## config.mk

```make
export PLATFORM = sky130hd
export DESIGN_NAME = dlx_regfile
export DESIGN_NICKNAME = d
export VERILOG_FILES = /design/src/hw/dlx_regfile.sv
export VERILOG_INCLUDE_DIRS = /design/src /design/src/hw
export SDC_FILE = /design/constraint.sdc
export NUM_CORES = 2
export LEC_CHECK = 0
export CORE_MARGIN = 10
export CORE_UTILIZATION = 45
export CTS_CLUSTER_SIZE = 14
export DETAILED_ROUTE_END_ITERATION = 10
export DONT_BUFFER_PORTS = 1
export SYNTH_ARGS = -nofsm -noshare
export SYNTH_HDL_FRONTEND = slang
export SYNTH_SLANG_ARGS = --single-unit
export TNS_END_PERCENT = 30
```

## constraint.sdc

```tcl
create_clock -name clk -period 4.9 [get_ports clk]
set_clock_uncertainty 0.15 [all_clocks]
set_input_delay 0.735 -clock clk [delete_from_list [all_inputs] [get_ports clk]]
set_output_delay 0.735 -clock clk [all_outputs]
set_load 0.02 [all_outputs]
```

## src/hw/dlx_params.svh

```systemverilog
`ifndef DLX_PARAMS_SVH
`define DLX_PARAMS_SVH

// Data word and register width
`define DLX_XLEN 32

// Architectural registers, r0 reads as zero
`define DLX_NREGS 32

// Memory depths in words
// Byte addresses, bits 9:2 select the word
`define DLX_IMEM_WORDS 256
`define DLX_DMEM_WORDS 256

`endif

```

## src/hw/dlx_regfile.sv

```systemverilog
`timescale 1ns/1ps
`default_nettype none

`include "dlx_params.svh"

module dlx_regfile (
   input  logic                 clk,
   input  logic                 rst,
   input  logic [4:0]           rd_sel_a,
   input  logic [4:0]           rd_sel_b,
   input  logic                 wr_en,
   input  logic [4:0]           wr_sel,
   input  logic [`DLX_XLEN-1:0] wr_data,
   output logic [`DLX_XLEN-1:0] rd_data_a,
   output logic [`DLX_XLEN-1:0] rd_data_b
);

   logic [`DLX_XLEN-1:0] regs [`DLX_NREGS];

   always_ff @(posedge clk) begin
      if (rst) begin
         for (int i = 0; i < `DLX_NREGS; i++) begin
            regs[i] <= '0;
         end
      end else if (wr_en && wr_sel != 5'd0) begin
         regs[wr_sel] <= wr_data;
      end
   end

   // r0 is hardwired
   // A write in the same cycle passes straight through to the reader
   always_comb begin
      if (rd_sel_a == 5'd0) begin
         rd_data_a = '0;
      end else if (wr_en && wr_sel == rd_sel_a) begin
         rd_data_a = wr_data;
      end else begin
         rd_data_a = regs[rd_sel_a];
      end
      if (rd_sel_b == 5'd0) begin
         rd_data_b = '0;
      end else if (wr_en && wr_sel == rd_sel_b) begin
         rd_data_b = wr_data;
      end else begin
         rd_data_b = regs[rd_sel_b];
      end
   end

endmodule

`default_nettype wire

```

==> impl_metrics.ini <==
[status]
status = complete, but fails checks
violations = max-slew violations

[power]
switching_share = 0.245
ir_drop_mv = 0.297
leakage_nw = 20.6
internal-power_mw = 15.5
power_frac_seq = 0.506
powerDensity_nw_per_um2 = 343
p_sw_mw = 5.02
clkPwrFrac = 0.386
pwr-share-comb = 0.108

[logic_synthesis]
synthArstFlopShare = 0
ys_warn_count = 0
synth_xor_area_frac = 0.00159
ys_types = 52
synth-adder-area-share = 0
synthFlopType = edfxtp_1
muxShareOfSynthArea = 0.215
synth-simple-area-share = 0.130
syn_area_um2 = 55100
synth_edf_count = 1024
synth_top_family_by_area = multiplexers
avgSynthCellArea_um2 = 14.5
ys_seq_elements = 1024
synth-compound-area-share = 0.0603
syn_inst = 3802
yosysSeqAreaShare = 0.558

[hold_path]
min_to = regs[0][31]
hp-start = rst
hold_depth = 0
hp-class = input pin to register

[drt]
drc_errors = 0
vias = 34300
drt_iter0_drc = 4413
wl_per_cell_um = 35.1
via_per_inst = 6.42
final_antenna_net_count = 0
dr.pass1.iters = 7
postRouteWirelength_um = 188000

[critical_path]
required_ns = 4.01
worstPathCellList = mux4_2 > mux2i_1 > o21ai_1 > a32o_1
cp_num_buf_inv = 0
start_kind = input pin
crit_family = multiplexers
critPathMaxStageDelay_ns = 1.00
path_class = input pin to primary output
path_max_fanout = 322
slowest_stage = mux4_2
endpoint_kind = primary output
arrival_ns = 3.58

[floorplanning]
die_y_um = 370
std_cell_rows = 128
pin_count = 114
dieArea_um2 = 137000
core-area_um2 = 122000
die_w_um = 370
initial_core_util = 0.452

[cts]
cts_tree = done
h-tree-depth = 3
numCtsBuffers = 107
cts_sinks = 1024
cts.path.max_buffers = 3
clk_pin_slew_worst_paths_ns = 0.06
cts-root-buf = clkbuf_16

[layout]
fin_nets = 3676
multi_input_area_um2 = 22800
drive_above_1_share = 0.187
top_register = regs
fill_cells = 10300
final_cells = 5342
syn_to_final_growth_pct = 8.30
largest_reg_flops = 1024
reg.largest.list = regs (1024)
regArea_um2 = 30700

[timing]
worst_pin_slew_ns = 1.53
setup_violations = 0
min_period_ns = 4.47
rsz0062_at_grt = false
fmax_mhz = 224
relSlewSlack = -0.0189
drv_slew = 23
final_hold_viol_count = 0
layout_setup_ws_ns = 0.432
fin_crit_sh = 0.912
finalSetupTns_ns = 0

[place]
pre_cts_ws_ns = 1.06
portBuffers = 0
place_congestion = 0.919
place_hpwl_um = 113000
dp.cells = 5140

[global_route]
antenna_found_initial = 6
met1_usage = 0.353
grt_pass1_vias = 33800
use_met2 = 0.430
grt_pass1_wl_um = 265000
grt_use_met3 = 0.0700
grt.busiest_layer = met2
grtUsageTotal = 0.270
grt_max_degree = 332
gr-total-overflow = 0

[job]
maxCapViolations = 0
==> per-stage QoR <==
step	cell area (um^2)	power, mW	hold slack (ns)	utilization
floorplan	55200	12.1	0.783	-
global placement	56300	12.7	0.731	0.463
detailed placement	56300	12.7	0.729	0.463
CTS	59600	20.5	0.0120	0.490
global route	59600	21.0	0.0163	0.490
finish	59600	20.5	0.0582	0.490
==> worst max-delay path by stage <==
stage | startpoint | end | slack [ns] | cells after the start
2_1_floorplan | rd_sel_a[1] | rd_data_a[30] | 1.66 | 7
3_3_place_gp | rd_sel_b[4] | rd_data_b[23] | 1.07 | 5
3_5_place_dp | rd_sel_b[0] | rd_data_b[9] | 1.06 | 5
4_1_cts | rd_sel_b[0] | rd_data_b[9] | 1.08 | 5
5_1_grt | rd_sel_b[0] | rd_data_b[13] | 0.67 | 5
6_report | rd_sel_a[0] | rd_data_a[13] | 0.43 | 4
==> routing by layer <==
layer | routed length [um] | share of wire
met5 | 0 | 0
met4 | 7960 | 0.042
met1 | 72500 | 0.39
met2 | 88400 | 0.47
met3 | 18900 | 0.10
==> repair_timing <==
action / in CTS / in global routing
resized for setup: 0 / 0
hold buffers: 2 / 0
setup buffers: 0 / 0
hold endpoints to repair: 3 / 0
==> cell type report <==
cell class | instances | area share
diodes | 4 | 0.000168
clock inverters | 68 | 0.00755
clock buffers | 128 | 0.0476
flip-flops and latches | 1024 | 0.516
repair buffers | 97 | 0.0127
well taps | 1625 | 0.0341
inverters | 2 | 0.000126
multi-input cells | 2394 | 0.382
==> kinds of logic (layout without fill, tap and decap cells) <==
| kind of cell | count (synthesis) | in the layout |
|---|---|---|
| mux | 711 | 711 |
| buf+inv | 415 | 295 |
| flops | 1024 | 1024 |
| simple gates | 1184 | 1184 |
| other cells | 1 | 36 |
| compound gates | 457 | 457 |
| xor+xnor | 10 | 10 |
==> cells in the final DEF, fill, tap and decap left out, types with 13 or more instances in the layout <==
cell / n
edfxtp_1: 1024
and2_1: 993
mux4_2: 375
mux2i_1: 330
clkbuf_16: 111
a22oi_1: 107
buf_4: 93
a21oi_1: 64
nand2_1: 64
o21ai_1: 50
clkinv_1: 43
o221ai_1: 38
o22ai_1: 37
nor2_4: 34
or2_2: 33
a211oi_1: 32
a32o_1: 32
conb_1: 32
a221oi_1: 27
clkinv_2: 17
clkbuf_1: 17
o221a_1: 15
nor2_1: 14
o21ai_0: 13
nand3_1: 13
==> cells in the mapped netlist (31+ instances only) <==
| cell | number | share of area |
|---|---|---|
| o221ai_1 | 38 | 0.0060 |
| a22oi_1 | 107 | 0.015 |
| buf_4 | 31 | 0.0042 |
| or2_2 | 32 | 0.0036 |
| o21ai_1 | 49 | 0.0045 |
| buf_2 | 56 | 0.0051 |
| a32o_1 | 32 | 0.0058 |
| o22ai_1 | 37 | 0.0042 |
| mux2i_1 | 330 | 0.060 |
| edfxtp_1 | 1024 | 0.56 |
| nand2_1 | 64 | 0.0044 |
| and2_1 | 994 | 0.11 |
| mux4_2 | 375 | 0.15 |
| a21oi_1 | 64 | 0.0058 |
| a211oi_1 | 32 | 0.0044 |
| clkbuf_1 | 278 | 0.019 |
| nor2_1 | 49 | 0.0033 |
==> power by group through the flow <==
| stage | sequential (mW) | combinational [mW] | clock, mW |
|---|---|---|---|
| 2_1_floorplan | 10.4 | 1.70 | 0 |
| 4_1_cts | 10.4 | 2.18 | 7.96 |
| 3_3_place_gp | 10.5 | 2.17 | 0 |
| 6_report | 10.4 | 2.21 | 7.91 |
| 3_5_place_dp | 10.5 | 2.17 | 0 |
| 5_1_grt | 10.4 | 2.26 | 8.29 |
Power figures use the tool's default switching activity.
